===== src/include/pool_regs.svh =====
// Register word addresses and RESULT status bits, shared by the bus slave and the testbench
`ifndef POOL_REGS_SVH
`define POOL_REGS_SVH

// Word addresses on the 2-bit Wishbone address bus
`define REG_CTRL   2'd0
`define REG_COUNT  2'd1
`define REG_DATA   2'd2
`define REG_RESULT 2'd3

// Status bits returned with a RESULT read
`define STAT_BUSY  16
`define STAT_DONE  17

`endif


===== src/pool_cfg_pkg.sv =====
// Datapath width defaults for the average-pooling unit, picked up by the top level
package pool_cfg_pkg;

    // Signed sample and result width
    localparam int DATA_W = 16;

    // Running sum and dividend width
    localparam int ACC_W = 32;

    // Window count width, N from 1 to 1023
    localparam int CNT_W = 10;

endpackage


===== src/pool_ctrl_pkg.sv =====
// Control state encoding shared by the sequencing FSM and the bus slave
package pool_ctrl_pkg;

    // Window sequence
    //   ST_IDLE  waiting for the first start
    //   ST_ACC   taking samples
    //   ST_DIV   divider running
    //   ST_DONE  result valid, doubles as the done flag
    typedef enum logic [1:0] {
        ST_IDLE = 2'd0,
        ST_ACC  = 2'd1,
        ST_DIV  = 2'd2,
        ST_DONE = 2'd3
    } pool_state_t;

endpackage


===== src/pool_fsm.sv =====
// Sequencer of the pooling window, from start through accumulate and divide to done
`timescale 1ns/1ns

module pool_fsm (
    input  logic                        clk,
    input  logic                        rst,
    input  logic                        start,
    input  logic                        last,
    input  logic                        div_done,
    output pool_ctrl_pkg::pool_state_t state,
    output logic                        clear,
    output logic                        load,
    output logic                        div_start
);
    import pool_ctrl_pkg::*;

    pool_state_t state_next;
    logic        go;

    // Start only counts when no window is in flight
    assign go = start && (state == ST_IDLE || state == ST_DONE);

    // New window: zero the sum and load N in the same cycle
    assign clear = go;
    assign load  = go;

    //////////////////////////////
    // Next state
    //////////////////////////////
    always_comb begin
        state_next = state;
        case (state)
            ST_IDLE: begin
                if (go) begin
                    state_next = ST_ACC;
                end
            end
            ST_ACC: begin
                // Final sample lands on the same edge as the move to divide
                if (last) begin
                    state_next = ST_DIV;
                end
            end
            ST_DIV: begin
                if (div_done) begin
                    state_next = ST_DONE;
                end
            end
            ST_DONE: begin
                if (go) begin
                    state_next = ST_ACC;
                end
            end
            default: begin
                state_next = ST_IDLE;
            end
        endcase
    end

    //////////////////////////////
    // State register
    //////////////////////////////
    always_ff @(posedge clk or posedge rst) begin
        if (rst) begin
            state     <= ST_IDLE;
            div_start <= 1'b0;
        end else begin
            state     <= state_next;
            // One pulse in the first ST_DIV cycle, when the sum is final
            div_start <= (state_next == ST_DIV) && (state != ST_DIV);
        end
    end

    // Divider completion outside ST_DIV means the two blocks lost step
    a_div_done_in_div : assert property (
        @(posedge clk) disable iff (rst) div_done |-> state == ST_DIV
    );

endmodule


===== src/sample_counter.sv =====
// Down-counter of the samples still owed to the current window, flags the last one
`timescale 1ns/1ns

module sample_counter #(
    parameter int cnt_w = pool_cfg_pkg::CNT_W
) (
    input  logic             clk,
    input  logic             rst,
    input  logic             load,
    input  logic             dec,
    input  logic [cnt_w-1:0] count_in,
    output logic             last
);

    logic [cnt_w-1:0] remaining;

    // High only while the final sample is being accepted
    assign last = dec && (remaining == cnt_w'(1));

    always_ff @(posedge clk or posedge rst) begin
        if (rst) begin
            remaining <= '0;
        end else if (load) begin
            remaining <= count_in;
        end else if (dec) begin
            remaining <= remaining - cnt_w'(1);
        end
    end

    // A sample past the end of the window, or a window started with N of zero
    a_no_dec_at_zero : assert property (
        @(posedge clk) disable iff (rst) dec |-> remaining != '0
    );

endmodule


===== src/pool_accum.sv =====
// Signed running sum of the window's samples, cleared at the start of each window
`timescale 1ns/1ns

module pool_accum #(
    parameter int data_w = pool_cfg_pkg::DATA_W,
    parameter int acc_w  = pool_cfg_pkg::ACC_W
) (
    input  logic              clk,
    input  logic              rst,
    input  logic              clear,
    input  logic              add,
    input  logic [data_w-1:0] sample,
    output logic [acc_w-1:0]  sum
);

    logic [acc_w-1:0] sample_ext;

    // Sign extension up to the accumulator width
    assign sample_ext = {{(acc_w - data_w){sample[data_w-1]}}, sample};

    //////////////////////////////
    // Sum register
    //////////////////////////////
    always_ff @(posedge clk or posedge rst) begin
        if (rst) begin
            sum <= '0;
        end else if (clear) begin
            sum <= '0;
        end else if (add) begin
            // 1023 full-scale samples stay well inside 32 bits
            sum <= sum + sample_ext;
        end
    end

endmodule


===== src/pool_divider.sv =====
// Sequential signed restoring divider, sum over N with the quotient truncated toward zero
`timescale 1ns/1ns

module pool_divider #(
    parameter int data_w = pool_cfg_pkg::DATA_W,
    parameter int acc_w  = pool_cfg_pkg::ACC_W,
    parameter int cnt_w  = pool_cfg_pkg::CNT_W
) (
    input  logic              clk,
    input  logic              rst,
    input  logic              start,
    input  logic [acc_w-1:0]  dividend,
    input  logic [cnt_w-1:0]  divisor,
    output logic              done,
    output logic [data_w-1:0] quotient
);
    localparam int step_w = $clog2(acc_w + 1);

    logic              busy;
    logic [step_w-1:0] step;
    logic              neg;
    logic [cnt_w-1:0]  dvs;
    logic [cnt_w-1:0]  rem;
    logic [acc_w-1:0]  quo;
    logic [cnt_w:0]    rem_sh;
    logic [cnt_w+1:0]  diff;
    logic              fits;
    logic [cnt_w-1:0]  rem_next;
    logic [acc_w-1:0]  quo_next;

    // One restoring step, quo shifts out dividend bits and takes quotient bits in
    always_comb begin
        rem_sh   = {rem, quo[acc_w-1]};
        diff     = {1'b0, rem_sh} - {2'b00, dvs};
        fits     = !diff[cnt_w+1];
        rem_next = fits ? diff[cnt_w-1:0] : rem_sh[cnt_w-1:0];
        quo_next = {quo[acc_w-2:0], fits};
    end

    //////////////////////////////
    // Step control
    //////////////////////////////
    always_ff @(posedge clk or posedge rst) begin
        if (rst) begin
            busy     <= 1'b0;
            step     <= '0;
            done     <= 1'b0;
            quotient <= '0;
        end else begin
            done <= 1'b0;
            if (start) begin
                busy <= 1'b1;
                step <= step_w'(acc_w);
            end else if (busy) begin
                step <= step - step_w'(1);
                if (step == step_w'(1)) begin
                    busy <= 1'b0;
                    done <= 1'b1;
                    // Sign restored on the magnitude quotient, so rounding is toward zero
                    quotient <= neg ? -quo_next[data_w-1:0] : quo_next[data_w-1:0];
                end
            end
        end
    end

    // Operands, captured at start so a COUNT write mid-divide does no harm
    always_ff @(posedge clk) begin
        if (start) begin
            neg <= dividend[acc_w-1];
            dvs <= divisor;
            rem <= '0;
            quo <= dividend[acc_w-1] ? -dividend : dividend;
        end else if (busy) begin
            rem <= rem_next;
            quo <= quo_next;
        end
    end

    a_no_zero_divisor : assert property (
        @(posedge clk) disable iff (rst) start |-> divisor != '0
    );

endmodule


===== src/pool_wb_regs.sv =====
// Wishbone classic slave for COUNT, CTRL, DATA and RESULT, with DATA stalled during divide
`timescale 1ns/1ns

module pool_wb_regs #(
    parameter int data_w = pool_cfg_pkg::DATA_W,
    parameter int cnt_w  = pool_cfg_pkg::CNT_W
) (
    input  logic                        clk,
    input  logic                        rst,
    input  logic                        wb_cyc,
    input  logic                        wb_stb,
    input  logic                        wb_we,
    input  logic [1:0]                  wb_adr,
    input  logic [31:0]                 wb_dat_i,
    output logic [31:0]                 wb_dat_o,
    output logic                        wb_ack,
    input  pool_ctrl_pkg::pool_state_t  state,
    input  logic [data_w-1:0]           quotient,
    output logic [cnt_w-1:0]            count,
    output logic                        start,
    output logic                        sample_valid,
    output logic [data_w-1:0]           sample
);
    import pool_ctrl_pkg::*;
    `include "pool_regs.svh"

    logic              bus_req;
    logic              data_wr;
    logic              hold;
    logic              accept;
    logic              busy;
    logic              done;
    logic [data_w-1:0] result_q;
    logic [15:0]       result_ext;
    logic [31:0]       rd_data;

    //////////////////////////////
    // Bus decode
    //////////////////////////////
    // No new cycle is taken while ack is out
    assign bus_req = wb_cyc && wb_stb && !wb_ack;
    assign data_wr = bus_req && wb_we && (wb_adr == `REG_DATA);
    // DATA is the only register that waits out the divider
    assign hold    = data_wr && (state == ST_DIV);
    assign accept  = bus_req && !hold;

    // Samples reach the datapath only in ST_ACC
    assign sample_valid = data_wr && (state == ST_ACC);
    assign sample       = wb_dat_i[data_w-1:0];

    assign busy       = (state == ST_ACC) || (state == ST_DIV);
    assign done       = (state == ST_DONE);
    assign result_ext = 16'($signed(result_q));

    always_comb begin
        rd_data = '0;
        case (wb_adr)
            `REG_COUNT: rd_data[cnt_w-1:0] = count;
            `REG_RESULT: begin
                rd_data[15:0]       = result_ext;
                rd_data[`STAT_BUSY] = busy;
                rd_data[`STAT_DONE] = done;
            end
            default: rd_data = '0;
        endcase
    end

    //////////////////////////////
    // Registers
    //////////////////////////////
    always_ff @(posedge clk or posedge rst) begin
        if (rst) begin
            wb_ack   <= 1'b0;
            wb_dat_o <= '0;
            start    <= 1'b0;
            count    <= cnt_w'(1);
            result_q <= '0;
        end else begin
            wb_ack <= accept;
            start  <= accept && wb_we && (wb_adr == `REG_CTRL) && wb_dat_i[0] && !busy;
            if (accept && !wb_we) begin
                wb_dat_o <= rd_data;
            end
            if (accept && wb_we && (wb_adr == `REG_COUNT)) begin
                count <= wb_dat_i[cnt_w-1:0];
            end
            // Divider output is final in the last ST_DIV cycle, so this lands on entry to ST_DONE
            if (state == ST_DIV) begin
                result_q <= quotient;
            end
        end
    end

    // Master keeps the request steady until it sees the ack
    a_req_held : assert property (
        @(posedge clk) disable iff (rst)
        bus_req |=> wb_cyc && wb_stb && $stable(wb_adr) && $stable(wb_we)
    );

endmodule


===== src/avg_pool_top.sv =====
// Average-pooling unit top level, Wishbone slave in front of the FSM, counter and datapath
`timescale 1ns/1ns

module avg_pool_top #(
    parameter int data_w = pool_cfg_pkg::DATA_W,
    parameter int acc_w  = pool_cfg_pkg::ACC_W,
    parameter int cnt_w  = pool_cfg_pkg::CNT_W
) (
    input  logic        clk,
    input  logic        rst,
    input  logic        wb_cyc,
    input  logic        wb_stb,
    input  logic        wb_we,
    input  logic [1:0]  wb_adr,
    input  logic [31:0] wb_dat_i,
    output logic [31:0] wb_dat_o,
    output logic        wb_ack,
    output logic        irq
);
    import pool_ctrl_pkg::*;

    pool_state_t       state;
    logic              start;
    logic              sample_valid;
    logic [data_w-1:0] sample;
    logic [cnt_w-1:0]  count;
    logic              last;
    logic              clear;
    logic              load;
    logic [acc_w-1:0]  sum;
    logic              div_start;
    logic              div_done;
    logic [data_w-1:0] quotient;

    // Interrupt is the done flag itself
    assign irq = (state == ST_DONE);

    pool_wb_regs #(.data_w(data_w), .cnt_w(cnt_w)) pool_wb_regs_inst (
        .clk(clk), .rst(rst),
        .wb_cyc(wb_cyc), .wb_stb(wb_stb), .wb_we(wb_we), .wb_adr(wb_adr),
        .wb_dat_i(wb_dat_i), .wb_dat_o(wb_dat_o), .wb_ack(wb_ack),
        .state(state), .quotient(quotient), .count(count),
        .start(start), .sample_valid(sample_valid), .sample(sample)
    );

    pool_fsm pool_fsm_inst (
        .clk(clk), .rst(rst), .start(start), .last(last), .div_done(div_done),
        .state(state), .clear(clear), .load(load), .div_start(div_start)
    );

    sample_counter #(.cnt_w(cnt_w)) sample_counter_inst (
        .clk(clk), .rst(rst), .load(load), .dec(sample_valid),
        .count_in(count), .last(last)
    );

    pool_accum #(.data_w(data_w), .acc_w(acc_w)) pool_accum_inst (
        .clk(clk), .rst(rst), .clear(clear), .add(sample_valid),
        .sample(sample), .sum(sum)
    );

    pool_divider #(.data_w(data_w), .acc_w(acc_w), .cnt_w(cnt_w)) pool_divider_inst (
        .clk(clk), .rst(rst), .start(div_start), .dividend(sum), .divisor(count),
        .done(div_done), .quotient(quotient)
    );

endmodule


===== config.mk =====
export PLATFORM = sky130hd
export DESIGN_NAME = avg_pool_top
export DESIGN_NICKNAME = d
export VERILOG_FILES = /design/src/pool_cfg_pkg.sv /design/src/pool_ctrl_pkg.sv /design/src/pool_fsm.sv /design/src/sample_counter.sv /design/src/pool_accum.sv /design/src/pool_divider.sv /design/src/pool_wb_regs.sv /design/src/avg_pool_top.sv
export VERILOG_INCLUDE_DIRS = /design/src /design/src/include
export SDC_FILE = /design/constraint.sdc
export NUM_CORES = 1
export LEC_CHECK = 0
export BUFFER_PORTS_ARGS = -buffer_cell sky130_fd_sc_hd__buf_2
export CORE_UTILIZATION = 45
export CTS_BUF_LIST = sky130_fd_sc_hd__clkbuf_4 sky130_fd_sc_hd__clkbuf_8
export CTS_CLUSTER_SIZE = 40
export DETAILED_ROUTE_END_ITERATION = 6
export GPL_TIMING_DRIVEN = 1
export PLACE_DENSITY = 0.68
export SYNTH_ARGS = -nofsm -noshare
export SYNTH_HDL_FRONTEND = slang
export SYNTH_SLANG_ARGS = --single-unit

===== constraint.sdc =====
create_clock -name clk -period 4.1 [get_ports clk]
set_input_delay 0.205 -clock clk [delete_from_list [all_inputs] [get_ports clk]]
set_output_delay 0.205 -clock clk [all_outputs]
set_load 0.02 [all_outputs]

Word level (Yosys, flattened, before mapping)
Cells that the tools add are included.
Widths: inputs -> output; s select.
- add/sub/neg operators: 6
- equality and inequality tests: 10
- muxes and demuxes: 23
- bitwise logic cells: 1
- reductions and logical operators: 29
- operator list (operator ; count):
    $mux 32 ; 5
    $add 32x32->32 ; 1
    $neg 32->32 ; 1
    $mux 10 ; 3
    $pmux 10 s2 ; 1
    $logic_and 1x1->1 ; 16
    $mux 16 ; 1
    $neg 16->16 ; 1
    $mux 6 ; 2
    $sub 11x10->12 ; 1
    $eq 10x1->1 const B ; 1
    $eq 2x2->1 const B ; 5
    $sub 10x1->10 const B ; 1
    $mux 8 ; 1
    $eq 6x1->1 const B ; 1
    $mux 1 ; 6
    $mux 2 ; 3
    $pmux 2 s3 ; 1
    $sub 6x1->6 const B ; 1
    $logic_not 1->1 ; 5
    $eq 2x1->1 const B ; 2
    $logic_not 2->1 ; 2
    $reduce_bool 2->1 ; 2
    $reduce_and 3->1 ; 1
    4 further kinds ; 5
- register bits after elaboration: 168
- input port bits: 39

Logic depth before layout (Yosys ltp)
Gate-level depths: netlist of run 1.
- word-level depth: 11
- gate-level depth with buffers: 14
- depth with buffers taken out: 14

By module
Synthesis of run 1 repeated with hierarchy kept, for this count alone.
- cell total of the unflattened synthesis: 1052
- area, all modules: 10423.7 um^2
- modules (own cells, without submodules) (module ; times used ; cells each ; area each (um^2)):
    pool_divider ; 1 ; 440 ; 4381.7
    pool_accum ; 1 ; 337 ; 3031.7
    pool_wb_regs ; 1 ; 185 ; 2198.4
    sample_counter ; 1 ; 68 ; 596.8
    pool_fsm ; 1 ; 21 ; 209.0
    avg_pool_top ; 1 ; 1 ; 6.3

Worst setup path before layout of run 1
Ideal clock, no wire load.
- path kind: register -> register
- start point: register pool_accum_inst.sum[14]
- end point: register pool_divider_inst.quo[29] (data pin)
- library setup time: 0.271 ns
- data arrival time: 2.604 ns
- data required time: 3.829 ns
- setup slack: 1.225 ns
- cell stages (with the launch flop): 8
- path buffers: 0
- path through: dfrtp_1 > or4_4 > or4_4 > or2_4 > or4_4 > o31ai_1 > xor2_1 > a21oi_1
- cells in the longest elaborated chain, start to end: 3
- RTL lines (item ; line ; text):
    start, declared ; pool_accum.sv:13 ; output logic [acc_w-1:0] sum
    start signal, assigned ; pool_accum.sv:31 ; sum <= sum + sample_ext;
    $neg 32->32 ; pool_divider.sv:72 ; quo <= dividend[acc_w-1] ? -dividend : dividend;
    $mux 32 ; pool_divider.sv:72 ;
    $mux 32 ; pool_divider.sv:68 ; if (start) begin
    end signal, assigned ; pool_divider.sv:72 ;
    end signal, assigned ; pool_divider.sv:75 ; quo <= quo_next;
    end, declared ; pool_divider.sv:24 ; logic [acc_w-1:0] quo;
Every way passes these cells.
A chain may end at the register's enable or synchronous reset.

Final worst setup path of run 1
- start point: register pool_accum_inst.sum[7]
- end point: register pool_accum_inst.sum[24]
- cells in the longest elaborated chain, start to end: 3
- RTL lines (item ; line ; text):
    $add 32x32->32 ; pool_accum.sv:31 ;
    $mux 32 ; pool_accum.sv:29 ; end else if (add) begin
    $mux 32 ; pool_accum.sv:27 ; end else if (clear) begin
Every way passes these cells. The select of a mux whose other input is x is not followed.

==> results of run 1 <==
worst min-delay path, stage by stage:
cell and delay, ns:
buf_2 0.12, nand4b_1 0.08, nor3_1 0.05
cell usage after synthesis, drive strengths merged, types with 17 or more instances:
cell,instances
nand2,159
dfrtp,114
a21oi,90
o21ai,85
nor2,72
xor2,57
ha,51
clkbuf,47
edfxtp,43
mux2,36
inv,31
xnor2,28
buf,17
o31ai,17
cell usage in the layout (no fill, tap or decap), drive strengths merged, types with 9 or more instances in the layout:
master and instances:
nor3 14, dfrtp 114, mux2 36, edfxtp 43, o21ai 85, dfxtp 10, clkbuf 18, ha 51
a21oi 90, buf 55, xnor2 28, a21o 15, a211oi 9, o31ai 17, conb 14, o41ai 10
nor2 72, xor2 57, nand2 159, inv 38, nand2b 14, nand3 15
cells by family after synthesis:
kind of cell	after synthesis	synth area share [%]
AOI/OAI and AO/OA	262	16.1
xor gates and xnor gates	85	7.58
adders and majority gates	53	6.91
buffers and inverters	96	4.21
DFF	168	44.5
muxes	39	4.44
other	1	0.0382
and+or+nand+nor	341	16.2
stage by stage:
stage	util (%)	hold slack (ns)
6_report	50.4	0.0331
4_1_cts	50.3	0.000364
3_3_place_gp	48.2	0.261
2_1_floorplan	-	0.347
3_5_place_dp	48.2	0.256
5_1_grt	50.4	0.0251
how the worst max path moves through the flow:
stage | startpoint | to | cells past startpoint
floorplan | rst | pool_accum_inst.sum[0] | 1
global placement | pool_accum_inst.sum[0] | pool_accum_inst.sum[24] | 12
detailed placement | pool_accum_inst.sum[0] | pool_accum_inst.sum[26] | 12
CTS | pool_accum_inst.sum[0] | pool_accum_inst.sum[26] | 12
global route | pool_divider_inst.dvs[1] | pool_divider_inst.quotient[14] | 14
finish | pool_accum_inst.sum[7] | pool_accum_inst.sum[24] | 10
final cells by class:
cell class / count / area [um2]
clock inverters: 14 / 139
repair buffers: 63 / 388
clock buffers: 18 / 241
well taps: 275 / 344
fillers: 1997 / 10500
flip-flops and latches: 168 / 4370
inverters: 32 / 123
multi-input cells: 794 / 5080
routing by layer:
metal  wire length [um]  part of all wire, %  global-route usage [%]  vias up
met5                  0                    0                       0        -
met4                244                  1.2                    5.20        0
met3                642                  3.0                    3.11       18
met2               9830                   47                    31.6      123
met1              10400                   49                    29.0     3557
li1                   -                    -                       -     3732
power breakdown:
part	switching [W]	internal [W]	total, W
Sequential	0.000450	0.00233	0.00278
Clock	0.000712	0.000458	0.00117
Combinational	0.00104	0.000840	0.00188
flip-flops by register name (all words and copies together), names as in the netlist, 10 cells and up:
name / flops
pool_accum_inst.sum: 32
pool_divider_inst.dvs: 10
pool_divider_inst.quo: 32
pool_divider_inst.quotient: 16
pool_divider_inst.rem: 10
pool_wb_regs_inst.count: 10
pool_wb_regs_inst.result_ext: 16
pool_wb_regs_inst.wb_dat_o: 18
sample_counter_inst.remaining: 10
timing repair:
action | 4_1_cts | 5_1_grt
setup endpoints to repair | 0 | 0
hold buffers | 7 | 1
hold endpoints to repair | 41 | 1
==> run summary, run 1 <==
Worst path buffer plus inverter count - 1
Wirelength per Cell - 15.5 um
Netlist area before placement - 0.00982 mm2
Synth cell types - 64
TritonCTS buffer count - 17
Via density per instance - 5.45
Routed wire length - 21.1 mm
DRC Markers - 0
Vias in the first global route - 6988
Unrepaired setup endpoints after global routing - no
Detailed placement HPWL - 14.9 mm
Post-place setup slack - 1.01 ns
Cell at the root of the clock tree - clkbuf_8
Largest area contributor in the synthesized netlist - dfrtp_1
Setup slack of the critical path after layout - 0.954 ns
Startpoint of the tightest hold check path - wb_we
Count of nets left with antenna violations after detail routing - 0
Top cell family by delay on the critical path - compound AO/OA/AOI/OAI gates
Slew headroom - 34.9%
Max Clk Rate - 318 MHz
Vias - 7430
Largest net degree at the start of global routing - 93
Count of final max-slew check failures - 0
Peak supply drop - 289 uV
Floorplan row count - 53
Most common flop cell mapped by yosys - dfrtp_1
Placed Instances - 1324
Cells along the critical path - ha_1 > a2111oi_0 > a21boi_0 > o21ai_0 > buf_4 > o31ai_1 > a21oi_1 > o21ai_0 > and3_1 > nor3_1
Per-instance average area after synthesis - 9.39 um2
MaxCap Viol Count - 0
Setup crit end kind - flip-flop
Worst Reg-to-Reg Cells - 10
Initial cell density of the core - 46.3%
Type of the most critical hold path - input pin to flip-flop
Wire length of the first global-routing pass - 35.7 mm
Number of primary I/O pins - 73
PwrDens - 546 mW/mm2
Crit path time final - 3.15 ns
Data required time of the worst path - 4.48 ns
Slowest cell on the critical path - a2111oi_0
Placed Instance Area - 0.0102 mm2
Total core area - 0.0212 mm2
CTS tree - done
Peak fanout along the critical path - 6
Period utilization - 76.7%
Final hold violation count - 0
Die area - 0.0224 mm2
Finished Layout Cells - 1364
Initial antenna violation count - 0
Synthesis-to-layout area growth - 8.91%
# diodes - 0
Aggregate negative setup slack - 0 ns
Port Buf Inserts - 42
Aggregate global-route resource usage - 20.2%
Maximum level of the CTS H-tree - 4
Clock tree buffer depth - 2
Non-Filler Cell Area, Final - 0.0107 mm2
Routability cong. - 0.870
Standby leakage power - 4.81 nW
Number of flip-flops and latches in the synthesized netlist - 168
Crit Path Category - flip-flop to flip-flop
Setup Skew - 0.0176 ns
Final net count - 1168
Endpoints failing setup - 0
Status - finished clean
Terminating pin of the worst hold path - pool_wb_regs_inst.start
Post-Synthesis Cells - 1045
Setup slack of the most critical reg-to-reg path - 0.95 ns
Die Y - 150 um
Post-synthesis sequential area ratio - 44.5%
Type of element launching the critical path - flip-flop
Delay of the slowest cell on the worst path - 0.68 ns
First-iteration detailed-routing DRC count - 421
Number of cells upsized or downsized after cts - 0
Share of Yosys cell area claimed by the top area cell type - 29.1%
Cells taking the most area after synthesis - dfrtp_1, edfxtp_1, ha_1
Chip width - 150 um
Share of cells above drive strength 1 - 13.4%
Source of the worst register-to-register timing path - pool_accum_inst.sum[7]
Slew at the pin closest to its max-slew limit - 0.977 ns
R2r endpoint - pool_accum_inst.sum[24]
Clock latency on the worst-skew pair - 0.47 ns
Final Power - 0.00583 W
Clock input transition at the sequential cells of the worst setup and hold paths - 0.11 ns
Worst path arrival time - 3.53 ns
Async S/R FF share, synth - 68.5%
Total global routing overflow - 0
Number of enable-type register cells in the synthesized netlist - 43
Detailed-routing iteration count for the pre-antenna-repair pass - 5
Buffer count from post-CTS setup fixing - 0
Hold Path Depth - 3
Library cell appearing most often on the critical path - o21ai_0
Sinks on Clock Net - 168
Warnings from Yosys - 0
(Power assumes the default switching activity.)
==> run 2, diff against run 1 <==
Settings changed: PLACE_DENSITY 0.68 to 0.7.
Clock period 4.1 ns to 2.85 ns, I/O delays scaled along.
==> run summary, run 2 (synthesis results as in run 1) <==
Floorplan row count - 53 (unchanged)
Initial antenna violation count - 0 (unchanged)
Period utilization - 101% (+24 points)
Status - finished with violations
Die area - 0.0224 mm2 (unchanged)
Startpoint of the tightest hold check path - wb_adr[0]
Setup crit end kind - flip-flop
Final hold violation count - 0 (unchanged)
Largest net degree at the start of global routing - 46 (-51%)
Die Y - 150 um (unchanged)
First-iteration detailed-routing DRC count - 378 (-10%)
Total internal power - 0.00541 W (+49%)
Routed wire length - 21.5 mm (+1.6%)
Aggregate negative setup slack - -0.0250 ns (-0.0250 ns)
Share of cells above drive strength 1 - 18.2% (+4.8 points)
Routability cong. - 0.871 (about the same)
Maximum level of the CTS H-tree - 4 (unchanged)
Non-Filler Cell Area, Final - 0.0112 mm2 (+5.1%)
Switching power of the nets - 0.00326 W (+48%)
Crit path time final - 2.87 ns (-0.280 ns)
Worst Reg-to-Reg Cells - 7 (-3)
Placed Instance Area - 0.0106 mm2 (+3.6%)
Power share of the clock group - 19.3% (-0.8 points)
Total global routing overflow - 0 (unchanged)
Sinks on Clock Net - 168 (unchanged)
Crit Path Category - flip-flop to flip-flop
Placed Instances - 1367 (+3.2%)
Count of final max-slew check failures - 0 (unchanged)
Standby leakage power - 5.09 nW (+5.7%)
Count of nets left with antenna violations after detail routing - 0 (unchanged)
Finished Layout Cells - 1416 (+3.8%)
Hold Path Depth - 3 (unchanged)
Vias in the first global route - 7141 (+2.2%)
Combinational share of power - 34.8% (+2.6 points)
Type of element launching the critical path - flip-flop
Post-place setup slack - -0.118 ns (-1.12 ns)
Slew at the pin closest to its max-slew limit - 1.11 ns (+0.131 ns)
Endpoints failing setup - 2 (+2)
Chip width - 150 um (unchanged)
Final design utilization - 53.0% (+2.6 points)
Vias - 7626 (+2.6%)
Part of the total power dissipated in sequential elements - 45.9% (-1.8 points)
# diodes - 0 (unchanged)
Data required time of the worst path - 3.07 ns (-1.41 ns)
Biggest registers after layout - pool_accum_inst.sum x32, pool_divider_inst.quo x32, pool_wb_regs_inst.wb_dat_o x18
Commonest cells after routing, fill and taps aside - nand2_1, dfrtp_1, a21oi_1, o21ai_0, nor2_1
Aggregate global-route resource usage - 20.3% (+0.093 points)
Number of primary I/O pins - 73 (unchanged)
MaxCap Viol Count - 0 (unchanged)
Max Clk Rate - 349 MHz (+9.8%)
Worst path arrival time - 3.08 ns (-0.45 ns)
Detailed placement HPWL - 15.8 mm (+5.6%)
Synthesis-to-layout area growth - 14.5%
Cell at the root of the clock tree - clkbuf_8
Detailed-routing iteration count for the pre-antenna-repair pass - 5 (unchanged)
Unrepaired setup endpoints after global routing - yes
Port Buf Inserts - 42 (unchanged)
Via density per instance - 5.39 (-1.1%)
Terminating pin of the worst hold path - pool_wb_regs_inst.wb_dat_o[0]
Clock tree buffer depth - 2 (unchanged)
CTS tree - done
Setup slack of the most critical reg-to-reg path - -0.02 ns (-0.97 ns)
Net switching share of the total power - 37.6% (-0.17 points)
Source of the worst register-to-register timing path - pool_accum_inst.sum[17]
Total core area - 0.0212 mm2 (unchanged)
TritonCTS buffer count - 17 (unchanged)
Fillcell total - 1942 (-2.8%)
Initial cell density of the core - 46.3% (unchanged)
Wire length of the first global-routing pass - 35.7 mm (about the same)
PwrDens - 771 mW/mm2 (+41%)
Type of the most critical hold path - input pin to flip-flop
Clock input transition at the sequential cells of the worst setup and hold paths - 0.10 ns (about the same)
Leading cell type in the layout, fill and taps excluded - nand2_1
Violations in the final reports - negative setup slack
Setup slack of the critical path after layout - -0.0160 ns (-0.970 ns)
DRC Markers - 0 (unchanged)
Setup Skew - 0.0164 ns (-0.00122 ns)
Wirelength per Cell - 15.2 um (-2.2%)
Final net count - 1220 (+4.5%)
Clock latency on the worst-skew pair - 0.48 ns (about the same)
Slew headroom - 26.2% (-8.7 points)
Peak fanout along the critical path - 4 (-2)
Peak supply drop - 365 uV (+26%)
R2r endpoint - pool_divider_inst.quo[25]
-- run 2: cell count changes in the layout (fill, tap and decap cells not counted), moves of 3 or more --
cell,previous run,this run
buf_12,0,3
buf_4,13,57
dlygate4sd3_1,8,13
o21ai_0,85,79
o21ai_1,0,5
o31ai_1,17,12
o31ai_2,0,3
-- run 2: power by group through the flow --
stage | logic [W] | clock network [W] | registers (W)
global placement | 0.00282 | 0 | 0.00398
detailed placement | 0.00292 | 0 | 0.00402
global route | 0.00342 | 0.00182 | 0.00407
floorplan | 0.00216 | 0 | 0.00382
CTS | 0.00295 | 0.00171 | 0.00397
finish | 0.00301 | 0.00168 | 0.00398
-- run 2: worst max path at each step --
| stage | from | to | slack (ns) | cells past startpoint |
|---|---|---|---|---|
| CTS | pool_accum_inst.sum[17] | pool_divider_inst.quo[27] | -0.02 | 7 |
| floorplan | pool_accum_inst.sum[14] | pool_divider_inst.quo[27] | -0.02 | 7 |
| detailed placement | pool_divider_inst.dvs[1] | pool_divider_inst.quotient[12] | -0.12 | 14 |
| global placement | pool_accum_inst.sum[14] | pool_divider_inst.quo[30] | -0.01 | 7 |
| finish | pool_accum_inst.sum[17] | pool_divider_inst.quo[25] | -0.02 | 7 |
| global route | pool_accum_inst.sum[17] | pool_divider_inst.quo[27] | -0.11 | 7 |
-- run 2: layout make-up --
class                   count  area (um2)  share of cell area [%]
clock buffers              17         234                    2.08
clock inverters            15         158                    1.40
inverters                  32         124                    1.10
multi-input cells         794        5180                    46.1
flip-flops and latches    168        4370                    38.9
well taps                 275         344                    3.06
repair buffers            115         828                    7.37
-- run 2: routing by layer --
layer | track usage, % | wire [um] | up-vias
li1 | - | - | 3833
met1 | 28.3 | 10300 | 3648
met2 | 32.0 | 9930 | 114
met3 | 3.05 | 738 | 31
met4 | 7.27 | 487 | 0
met5 | 0 | 0 | -
-- run 2: repair_timing --
| item | in CTS | in global routing |
|---|---|---|
| hold buffers | 13 | 0 |
| endpoints found under the setup margin | 18 | 25 |
| pin swaps | 5 | 18 |
| buffers inserted | 2 | 2 |
| hold endpoints to repair | 45 | 0 |
| resized for setup | 4 | 21 |
-- run 2: metrics by stage --
step | hold slack [ns] | total power [W]
final | 0.0264 | 0.00867
after global routing | 0.0313 | 0.00932
after CTS | 0.00575 | 0.00864
after detailed placement | 0.385 | 0.00693
after global placement | 0.380 | 0.00680
after floorplan | 0.284 | 0.00598
-- run 2: critical path, cell delays in order (launching register included) --
cell and delay (ns):
dfrtp_1 0.38, or4_4 0.54, or4_4 0.42, or2_4 0.25, or4_4 0.54, o21ai_0 0.21, xor2_1 0.19, a21oi_1 0.08
